`src/source/mapper_settings.svh`:
```
// memory mapper settings

`ifndef MAPPER_SETTINGS_SVH
`define MAPPER_SETTINGS_SVH

// system clocks per 68000 clock-enable pulse
// cpu_cenb lands half of this later
`define MAPPER_CEN_DIV 4

// register map
// index 3 holds the sound latch byte
`define MAPPER_REG_SOUND 3

// first region register
// region r: size/wait byte at 16+2r, base byte at 16+2r+1
// size/wait byte: bits 1:0 size, bits 3:2 wait code
`define MAPPER_REG_REGION 16

`endif

```
`src/source/mapper_pkg.sv`:
```
// memory mapper shared types

package mapper_pkg;

    // region size field, bits 1:0 of the size/wait byte
    // how many of addr[23:16] take part in the compare
    typedef enum logic [1:0] {
        // all 8 upper bits
        SIZE_64K  = 2'd0,
        // upper 7 bits
        SIZE_128K = 2'd1,
        // upper 5 bits
        SIZE_512K = 2'd2,
        // upper 3 bits only
        SIZE_2M   = 2'd3
    } region_size_e;

    // wait field, bits 3:2 of the size/wait byte
    // extra cpu_cen ticks added after the base DTACK
    typedef enum logic [1:0] {
        WAIT_0  = 2'd0,
        // EDACK code on the real part, no extra ticks here
        WAIT_0B = 2'd1,
        WAIT_1  = 2'd2,
        WAIT_2  = 2'd3
    } wait_code_e;

    // who may write the register file
    typedef enum logic {
        OWNER_CPU = 1'b0,
        OWNER_MCU = 1'b1
    } reg_owner_e;

endpackage

```
`src/source/mapper_regs.sv`:
```
// mapper register file and owner arbiter

`timescale 1ns/1ps

`include "mapper_settings.svh"

module mapper_regs import mapper_pkg::*; (
    input  logic            clk,
    input  logic            rst,
    // 68000 side
    input  logic [23:1]     addr,
    input  logic [15:0]     cpu_dout,
    input  logic [1:0]      cpu_dswn,
    input  logic            cpu_asn,
    // all zero means no region mapped
    input  logic [7:0]      active,
    // MCU side
    input  logic [15:0]     mcu_addr,
    input  logic [7:0]      mcu_dout,
    input  logic            mcu_wr,
    // sound CPU side
    input  logic            sndmap_rd,
    // status port
    input  logic [7:0]      st_addr,
    output logic [7:0][7:0] base_bytes,
    output logic [7:0][7:0] size_bytes,
    output logic [7:0]      sndmap_dout,
    output logic            sndmap_obf,
    output logic [7:0]      mcu_din,
    output logic [7:0]      st_dout
);

    logic [7:0] regs [32];
    reg_owner_e owner;
    logic       cpu_wr;
    logic       wr_en;
    logic [4:0] wr_idx;
    logic [7:0] wr_data;
    logic [4:0] st_idx;

    // low byte write from the 68000, only with nothing mapped
    assign cpu_wr = (owner == OWNER_CPU) && !cpu_asn && !cpu_dswn[0] && (active == 8'd0);

    // arbiter
    // MCU strobe always wins and locks the CPU out
    always_comb begin
        if (mcu_wr) begin
            wr_en   = 1'b1;
            wr_idx  = mcu_addr[4:0];
            wr_data = mcu_dout;
        end else begin
            wr_en   = cpu_wr;
            // word registers, byte lane 0
            wr_idx  = addr[5:1];
            wr_data = cpu_dout[7:0];
        end
    end

    always_ff @(posedge clk or posedge rst) begin
        if (rst) begin
            for (int i = 0; i < 32; i++) begin
                regs[i] <= 8'd0;
            end
            owner      <= OWNER_CPU;
            sndmap_obf <= 1'b0;
        end else begin
            // one-way switch until the next reset
            if (mcu_wr) begin
                owner <= OWNER_MCU;
            end
            if (wr_en) begin
                regs[wr_idx] <= wr_data;
                // new byte for the sound CPU
                if (wr_idx == 5'(`MAPPER_REG_SOUND)) begin
                    sndmap_obf <= 1'b1;
                end
            end
            // sound CPU picked it up
            if (sndmap_rd) begin
                sndmap_obf <= 1'b0;
            end
        end
    end

    // region bytes out to the decoder
    always_comb begin
        for (int r = 0; r < 8; r++) begin
            size_bytes[r] = regs[`MAPPER_REG_REGION + 2 * r];
            base_bytes[r] = regs[`MAPPER_REG_REGION + 2 * r + 1];
        end
    end

    assign sndmap_dout = regs[`MAPPER_REG_SOUND];

    // MCU reads back its own data bus
    assign mcu_din = mcu_dout;

    // status read
    // st_addr[2:0] region, st_addr[3] picks size (0) or base (1)
    assign st_idx = 5'(`MAPPER_REG_REGION) + {1'b0, st_addr[2:0], st_addr[3]};

    always_ff @(posedge clk) begin
        st_dout <= regs[st_idx];
    end

endmodule

```
`src/source/region_decode.sv`:
```
// mapper region priority decoder

`timescale 1ns/1ps

module region_decode import mapper_pkg::*; (
    input  logic [23:1]     addr,
    input  logic [2:0]      cpu_fc,
    input  logic [7:0][7:0] base_bytes,
    input  logic [7:0][7:0] size_bytes,
    // one-hot, lowest region wins
    output logic [7:0]      active,
    output wait_code_e      wait_code
);

    logic [7:0] upper;
    logic [7:0] hits;

    // compare width follows the region size
    function automatic logic region_hit(
        input logic [7:0] adr_hi,
        input logic [7:0] base,
        input logic [7:0] size_wait
    );
        region_size_e sz;
        logic         hit;
        sz = region_size_e'(size_wait[1:0]);
        case (sz)
            SIZE_64K:  hit = (adr_hi == base);
            SIZE_128K: hit = (adr_hi[7:1] == base[7:1]);
            SIZE_512K: hit = (adr_hi[7:3] == base[7:3]);
            default:   hit = (adr_hi[7:5] == base[7:5]);
        endcase
        return hit;
    endfunction

    assign upper = addr[23:16];

    // raw matches, several may hit at once
    always_comb begin
        for (int r = 0; r < 8; r++) begin
            hits[r] = region_hit(upper, base_bytes[r], size_bytes[r]);
        end
    end

    // fixed priority
    // walk down so region 0 is the last to overwrite
    always_comb begin
        active    = 8'd0;
        wait_code = WAIT_0;
        // fc=7 is the interrupt acknowledge, nothing mapped
        if (cpu_fc != 3'b111) begin
            for (int r = 7; r >= 0; r--) begin
                if (hits[r]) begin
                    active    = 8'd1 << r;
                    wait_code = wait_code_e'(size_bytes[r][3:2]);
                end
            end
        end
    end

endmodule

```
`src/source/dtack_gen.sv`:
```
// 68000 clock enable and DTACK

`timescale 1ns/1ps

`include "mapper_settings.svh"

module dtack_gen import mapper_pkg::*; (
    input  logic       clk,
    input  logic       rst,
    input  logic       cpu_asn,
    input  logic [1:0] cpu_dsn,
    input  logic       bus_cs,
    input  logic       bus_busy,
    input  wait_code_e wait_code,
    output logic       cpu_cen,
    output logic       cpu_cenb,
    output logic       cpu_dtackn
);

    localparam int CEN_DIV = `MAPPER_CEN_DIV;
    localparam int CEN_HALF = CEN_DIV / 2;
    localparam int CNT_W = (CEN_DIV > 1) ? $clog2(CEN_DIV) : 1;

    logic [CNT_W-1:0] cen_cnt;
    logic             bus_act;
    logic             bus_hold;
    logic             dtackn_base;
    logic             dtackn_d1;
    logic             dtackn_d2;

    // integer divider
    // cen at the end of the count, cenb half a period away
    always_ff @(posedge clk or posedge rst) begin
        if (rst) begin
            cen_cnt  <= '0;
            cpu_cen  <= 1'b0;
            cpu_cenb <= 1'b0;
        end else begin
            if (cen_cnt == CNT_W'(CEN_DIV - 1)) begin
                cen_cnt <= '0;
            end else begin
                cen_cnt <= cen_cnt + 1'b1;
            end
            cpu_cen  <= (cen_cnt == CNT_W'(CEN_DIV - 1));
            cpu_cenb <= (cen_cnt == CNT_W'(CEN_HALF - 1));
        end
    end

    // address strobe plus at least one data strobe
    assign bus_act = !cpu_asn && !(&cpu_dsn);

    // device still busy, keep DTACK off
    assign bus_hold = bus_cs && bus_busy;

    // base DTACK
    // drops on a cen tick, stays low for the rest of the cycle
    always_ff @(posedge clk or posedge rst) begin
        if (rst) begin
            dtackn_base <= 1'b1;
        end else if (cpu_asn) begin
            dtackn_base <= 1'b1;
        end else if (cpu_cen && bus_act && !bus_hold) begin
            dtackn_base <= 1'b0;
        end
    end

    // wait states, one stage per cen tick
    always_ff @(posedge clk or posedge rst) begin
        if (rst) begin
            dtackn_d1 <= 1'b1;
            dtackn_d2 <= 1'b1;
        end else if (cpu_asn) begin
            dtackn_d1 <= 1'b1;
            dtackn_d2 <= 1'b1;
        end else if (cpu_cen) begin
            dtackn_d1 <= dtackn_base;
            dtackn_d2 <= dtackn_d1;
        end
    end

    // tap select by region wait code
    always_comb begin
        case (wait_code)
            WAIT_1:  cpu_dtackn = dtackn_d1;
            WAIT_2:  cpu_dtackn = dtackn_d2;
            // WAIT_0 and WAIT_0B
            default: cpu_dtackn = dtackn_base;
        endcase
    end

endmodule

```
`src/source/irq_ctrl.sv`:
```
// VBLANK interrupt control

`timescale 1ns/1ps

module irq_ctrl (
    input  logic       clk,
    input  logic       rst,
    input  logic       vint,
    input  logic [2:0] cpu_fc,
    input  logic       cpu_asn,
    output logic [2:0] cpu_ipln,
    output logic       cpu_vpan,
    output logic [1:0] mcu_intn
);

    logic vint_last;
    logic irqn;
    logic inta;

    // interrupt acknowledge cycle
    assign inta = (&cpu_fc) && !cpu_asn;

    // autovector request during the ack
    assign cpu_vpan = !inta;

    always_ff @(posedge clk or posedge rst) begin
        if (rst) begin
            vint_last <= 1'b0;
            irqn      <= 1'b1;
        end else begin
            vint_last <= vint;
            // ack has priority over a new edge
            if (inta) begin
                irqn <= 1'b1;
            end else if (vint && !vint_last) begin
                irqn <= 1'b0;
            end
        end
    end

    // level 4, active low encoding 011
    assign cpu_ipln = {irqn, 2'b11};

    // bit 1 unused on the MCU side
    assign mcu_intn = {1'b1, irqn};

endmodule

```
`src/source/mapper_top.sv`:
```
// 68000 memory mapper top level

`timescale 1ns/1ps

module mapper_top import mapper_pkg::*; (
    input  logic        clk,
    input  logic        rst,
    // 68000 bus
    input  logic [23:1] addr,
    input  logic [15:0] cpu_dout,
    input  logic [1:0]  cpu_dswn,
    input  logic [1:0]  cpu_dsn,
    input  logic        cpu_asn,
    input  logic [2:0]  cpu_fc,
    input  logic        vint,
    input  logic        bus_cs,
    input  logic        bus_busy,
    output logic        cpu_cen,
    output logic        cpu_cenb,
    output logic        cpu_dtackn,
    output logic [2:0]  cpu_ipln,
    output logic        cpu_vpan,
    // MCU
    input  logic [15:0] mcu_addr,
    input  logic [7:0]  mcu_dout,
    input  logic        mcu_wr,
    output logic [7:0]  mcu_din,
    output logic [1:0]  mcu_intn,
    // sound CPU, only the read strobe reaches the latch
    input  logic        sndmap_rd,
    input  logic        sndmap_wr,
    output logic [7:0]  sndmap_dout,
    output logic        sndmap_obf,
    // board bus side
    output logic [7:0]  active,
    // status dump
    input  logic [7:0]  st_addr,
    output logic [7:0]  st_dout
);

    logic [7:0][7:0] base_bytes;
    logic [7:0][7:0] size_bytes;
    wait_code_e      wait_code;

    mapper_regs regs_i (
        .clk         (clk),
        .rst         (rst),
        .addr        (addr),
        .cpu_dout    (cpu_dout),
        .cpu_dswn    (cpu_dswn),
        .cpu_asn     (cpu_asn),
        .active      (active),
        .mcu_addr    (mcu_addr),
        .mcu_dout    (mcu_dout),
        .mcu_wr      (mcu_wr),
        .sndmap_rd   (sndmap_rd),
        .st_addr     (st_addr),
        .base_bytes  (base_bytes),
        .size_bytes  (size_bytes),
        .sndmap_dout (sndmap_dout),
        .sndmap_obf  (sndmap_obf),
        .mcu_din     (mcu_din),
        .st_dout     (st_dout)
    );

    region_decode decode_i (
        .addr       (addr),
        .cpu_fc     (cpu_fc),
        .base_bytes (base_bytes),
        .size_bytes (size_bytes),
        .active     (active),
        .wait_code  (wait_code)
    );

    dtack_gen dtack_i (
        .clk        (clk),
        .rst        (rst),
        .cpu_asn    (cpu_asn),
        .cpu_dsn    (cpu_dsn),
        .bus_cs     (bus_cs),
        .bus_busy   (bus_busy),
        .wait_code  (wait_code),
        .cpu_cen    (cpu_cen),
        .cpu_cenb   (cpu_cenb),
        .cpu_dtackn (cpu_dtackn)
    );

    irq_ctrl irq_i (
        .clk      (clk),
        .rst      (rst),
        .vint     (vint),
        .cpu_fc   (cpu_fc),
        .cpu_asn  (cpu_asn),
        .cpu_ipln (cpu_ipln),
        .cpu_vpan (cpu_vpan),
        .mcu_intn (mcu_intn)
    );

endmodule

```
`config.mk`:
```
export PLATFORM = sky130hd
export DESIGN_NAME = mapper_top
export DESIGN_NICKNAME = d
export VERILOG_FILES = /design/src/source/mapper_pkg.sv /design/src/source/mapper_regs.sv /design/src/source/region_decode.sv /design/src/source/dtack_gen.sv /design/src/source/irq_ctrl.sv /design/src/source/mapper_top.sv
export VERILOG_INCLUDE_DIRS = /design/src /design/src/source
export SDC_FILE = /design/constraint.sdc
export NUM_CORES = 1
export LEC_CHECK = 0
export BUFFER_PORTS_ARGS = -buffer_cell sky130_fd_sc_hd__buf_2
export CORE_MARGIN = 4
export CORE_UTILIZATION = 40
export DETAILED_ROUTE_END_ITERATION = 16
export PLACE_DENSITY = 0.66
export SLEW_MARGIN = 10
export SYNTH_ARGS = -nofsm -noshare
export SYNTH_HDL_FRONTEND = slang
export SYNTH_HIERARCHICAL = 1
export SYNTH_SLANG_ARGS = --single-unit
```
`constraint.sdc`:
```
create_clock -name clk -period 6.2 [get_ports clk]
set_input_delay 0.93 -clock clk [delete_from_list [all_inputs] [get_ports clk]]
set_output_delay 0.93 -clock clk [all_outputs]
set_load 0.02 [all_outputs]
```
==> run metrics <==
slowest library cell on the worst path=sky130_fd_sc_hd__a211oi_1; worst endpoint required time=5.27 ns; maximum clock rate=about 240 MHz; share of the cycle needed by the critical path after routing=0.6758; synth top area cells=sky130_fd_sc_hd__dfrtp_1 (42%), sky130_fd_sc_hd__mux2_2 (18%), sky130_fd_sc_hd__mux4_2 (8.5%); post-detailed-route count of antenna-violating nets=0; worst path arrival time=3.26 ns; unrepaired setup endpoints after global routing=false; final layout net count=roughly 800; cell count after synthesis=622; number of global-route vias before repair=slightly below 6,000; actual slew at the worst max-slew pin=0.9942 ns; number of H-tree levels=4; count of buffers from port buffering=90; sum of negative setup slack=0 ns; post-cts repair resize count=0; final critical-path required period=4.190 ns; clock skew=between 0.009 and 0.01 ns; worst-case setup slack after placement=1.669 ns; initial antenna violation count=0; GR Layer Usage met2=0.2837; Max-slew headroom=0.3372; number of setup violations in the final report=0; DRC violations left=0; setup slack after layout=a little over 2 ns; number of inserted diodes=0; critical path capture point type=output pin; Die Width=~150 um; top cell type by total area after synthesis=sky130_fd_sc_hd__dfrtp_1; Yosys cell types=69; Worst Path Max Fanout=8; library cell used as clock root buffer=sky130_fd_sc_hd__clkbuf_16; Detailed Route Iter0 Violations=316; status=completed; total via count in the routed design=5,387; number of core rows=53; clock-pin transition on the worst setup and hold timing paths=approximately 0.06 ns; wire length of the first global-routing pass=32,770 um; share of synthesized area occupied by flip-flops and latches=0.4529; number of hold buffers added after CTS=0; depth of the critical timing path with buffers and inverters included=9; Async SR Flop Fraction=0.9484; gate family responsible for the most delay along the worst path=compound AO/OA/AOI/OAI gates; Critical Path Start Type=input port; GR peak layer=met2; post-detailed-route wirelength per cell=20.85 um; GRT Overall Usage=0.1780; final count of hold timing violations=0; met3 Use GR=0.04954; internal reg-to-reg setup slack=2.40 ns; power density cells=337.9 nW/um^2; total count of max-transition violations in the final report=0; # Max-Cap Violations=0; maximum number of pins on one net before global-route repair=89; remaining global-route overflow=0; largest incremental delay on the critical path=0.82 ns; total of warnings raised by yosys=6; cell chain of the critical path=buf_2 > xnor2_1 > a41oi_1 > a211oi_1 > o311ai_1 > a21oi_1 > mux2i_1 > a21oi_1 > buf_2; Static Leak=about 4.3 nW; clock network latency to the later pin of the worst-skew pair=0.42 ns; Post-CTS Setup Repair Bufs=0; number of placed I/O pins=129; summed instance area of the synthesized netlist=8487 sq um; post-synthesis area per instance=13.64 sq um; terminus of the critical flop-to-flop path=regs_i/base_bytes[5]$_DFFE_PP0P_; first-pass iteration count of the detailed router=4; most frequently used flop master after synthesis=sky130_fd_sc_hd__dfrtp_1; highest ir drop seen on vdd=0.1843 mV; layout cells sized above 1=0.4716; Initial Util=0.4050; routability cong.=0.8692; reg2reg path depth=10; number of buffers created by CTS=17; clock tree from TritonCTS=yes; number of register bits inferred by synthesis=roughly 160; total design power=3.270 mW; count of buffering cells on the critical path with inverters included=2; DP Wirelength=14,940 um; area growth from synthesis to layout=14.01%; met1 track utilization from global routing=0.2422; critical path start-end classification=input port to output pin; number of enable flip-flop cells after synthesis=0; maximum count of clock buffers along a single path=2; wirelength, routed=20,410 um; vertical extent of the die=about 150 um; Synth top area share=0.4216; Via density=5.503; clock net sink count=~160; core outline area=20,960 sq um; beginning of the worst register-to-register path=regs_i/base_bytes[14]$_DFFE_PP0P_; area of the die=between 20,000 and 25,000 sq um; worst hold path class=input port to async pin
## flip-flops by register name, indices dropped and copies added, names as in the netlist, 2 cells and up
register / flops
regs_i/sndmap_dout: 8
dtack_i/cen_cnt: 2
regs_i/st_dout: 8
regs_i/size_bytes: 64
regs_i/base_bytes: 64
## worst max-delay path by stage
stage,startpoint,end,slack [ns]
CTS,addr[19],cpu_dtackn,2.04
global route,addr[19],cpu_dtackn,1.82
floorplan,rst,regs_i/base_bytes[0]$_DFFE_PP0P_,1.57
detailed placement,addr[21],regs_i/base_bytes[7]$_DFFE_PP0P_,1.67
finish,addr[19],cpu_dtackn,2.01
global placement,addr[20],regs_i/base_bytes[7]$_DFFE_PP0P_,1.71
## cell type report
cell class	count	area, sq um
inverter	13	53.80
multi-input combinational	411	4312
sequential	155	3844
fill	1909	11280
clock inverter	10	165.2
timing repair buffer	93	493.0
tap	275	344.1
clock buffer	22	464.2
## routing by layer
metal	vias to the layer above	part of all wire
met5	-	0
met4	0	0.011
met3	15	0.069
met2	178	0.47
met1	2761	0.44
li1	2433	-
## where the power goes
part           total (mW)  leakage, nW  internal, mW  switching (mW)
combinational       0.755         2.05         0.410           0.345
clock                1.10        0.297         0.696           0.405
sequential           1.41         1.94          1.24           0.176
total                3.27         4.29          2.34           0.926
## synth_stat cells (all sizes together), types with 2 or more instances
master / instances
mux4: 32
a21oi: 8
nand2: 16
nand3: 7
a41o: 5
buf: 33
a221o: 2
dfrtp: 143
clkbuf: 12
xnor2: 46
ha: 2
and2: 3
dfxtp: 8
nor2b: 6
nand4: 3
nor4: 2
o2111ai: 2
inv: 13
o211ai: 7
a41oi: 2
o21ai: 2
xor2: 18
mux2i: 5
a31oi: 5
nand4b: 3
a22oi: 16
and3: 3
o211a: 6
a211oi: 13
o311ai: 2
nand2b: 5
nor2: 10
a211o: 2
a21boi: 3
nor3: 13
mux2: 145
or3: 4
dfstp: 4
## cells in the final DEF (no fill, tap or decap), types with 4 or more instances in the layout
| master | count |
|---|---|
| sky130_fd_sc_hd__dfrtp_1 | 143 |
| sky130_fd_sc_hd__mux2_2 | 136 |
| sky130_fd_sc_hd__buf_2 | 90 |
| sky130_fd_sc_hd__xnor2_1 | 46 |
| sky130_fd_sc_hd__mux4_2 | 32 |
| sky130_fd_sc_hd__xor2_1 | 18 |
| sky130_fd_sc_hd__clkbuf_16 | 17 |
| sky130_fd_sc_hd__nand2_1 | 16 |
| sky130_fd_sc_hd__a22oi_1 | 16 |
| sky130_fd_sc_hd__nor3_1 | 12 |
| sky130_fd_sc_hd__inv_1 | 12 |
| sky130_fd_sc_hd__nor2_1 | 10 |
| sky130_fd_sc_hd__mux2_4 | 8 |
| sky130_fd_sc_hd__dfxtp_1 | 8 |
| sky130_fd_sc_hd__o211a_1 | 6 |
| sky130_fd_sc_hd__nor2b_1 | 6 |
| sky130_fd_sc_hd__a211oi_4 | 6 |
| sky130_fd_sc_hd__a41o_1 | 5 |
| sky130_fd_sc_hd__o211ai_1 | 5 |
| sky130_fd_sc_hd__nand3_1 | 5 |
| sky130_fd_sc_hd__nand2b_1 | 5 |
| sky130_fd_sc_hd__a21oi_1 | 5 |
| sky130_fd_sc_hd__a31oi_1 | 5 |
| sky130_fd_sc_hd__mux2i_1 | 5 |
| sky130_fd_sc_hd__bufinv_16 | 4 |
| sky130_fd_sc_hd__a211oi_1 | 4 |
| sky130_fd_sc_hd__dfstp_2 | 4 |
## cells by family after synthesis
group / synth area share
XOR/XNOR: 0.06605
other: 0.0004419
AND/OR/NAND/NOR: 0.06133
adder cells (fa/ha/maj): 0.002948
multiplexers: 0.2867
flip-flops: 0.4529
buffers and inverters: 0.03995
AO/OA/AOI/OAI: 0.08964
## worst register-to-register path: stages (launching register included)
cell                       delay (ns)
sky130_fd_sc_hd__dfrtp_1         0.40
sky130_fd_sc_hd__xor2_1          0.15
sky130_fd_sc_hd__nor3_1          0.59
sky130_fd_sc_hd__o211ai_2        0.28
sky130_fd_sc_hd__nand3_2         0.16
sky130_fd_sc_hd__or3_4           0.15
sky130_fd_sc_hd__nor2b_1         0.08
sky130_fd_sc_hd__nor4_4          0.39
sky130_fd_sc_hd__nand4_2         0.26
sky130_fd_sc_hd__a211oi_2        0.80
sky130_fd_sc_hd__mux2_2          0.43
## metrics by stage
stage	std cells	hold WS [ns]	utilization	cell area (sq um)
final	979	0.4034	0.4617	9676
after global routing	979	0.3863	0.4617	9676
after CTS	978	0.3823	0.4604	9648
after detailed placement	946	0.4664	0.4304	9019
after global placement	946	0.4411	0.4304	9019
after floorplan	624	0.4294	-	8494
Power figures use the tool's default switching activity.
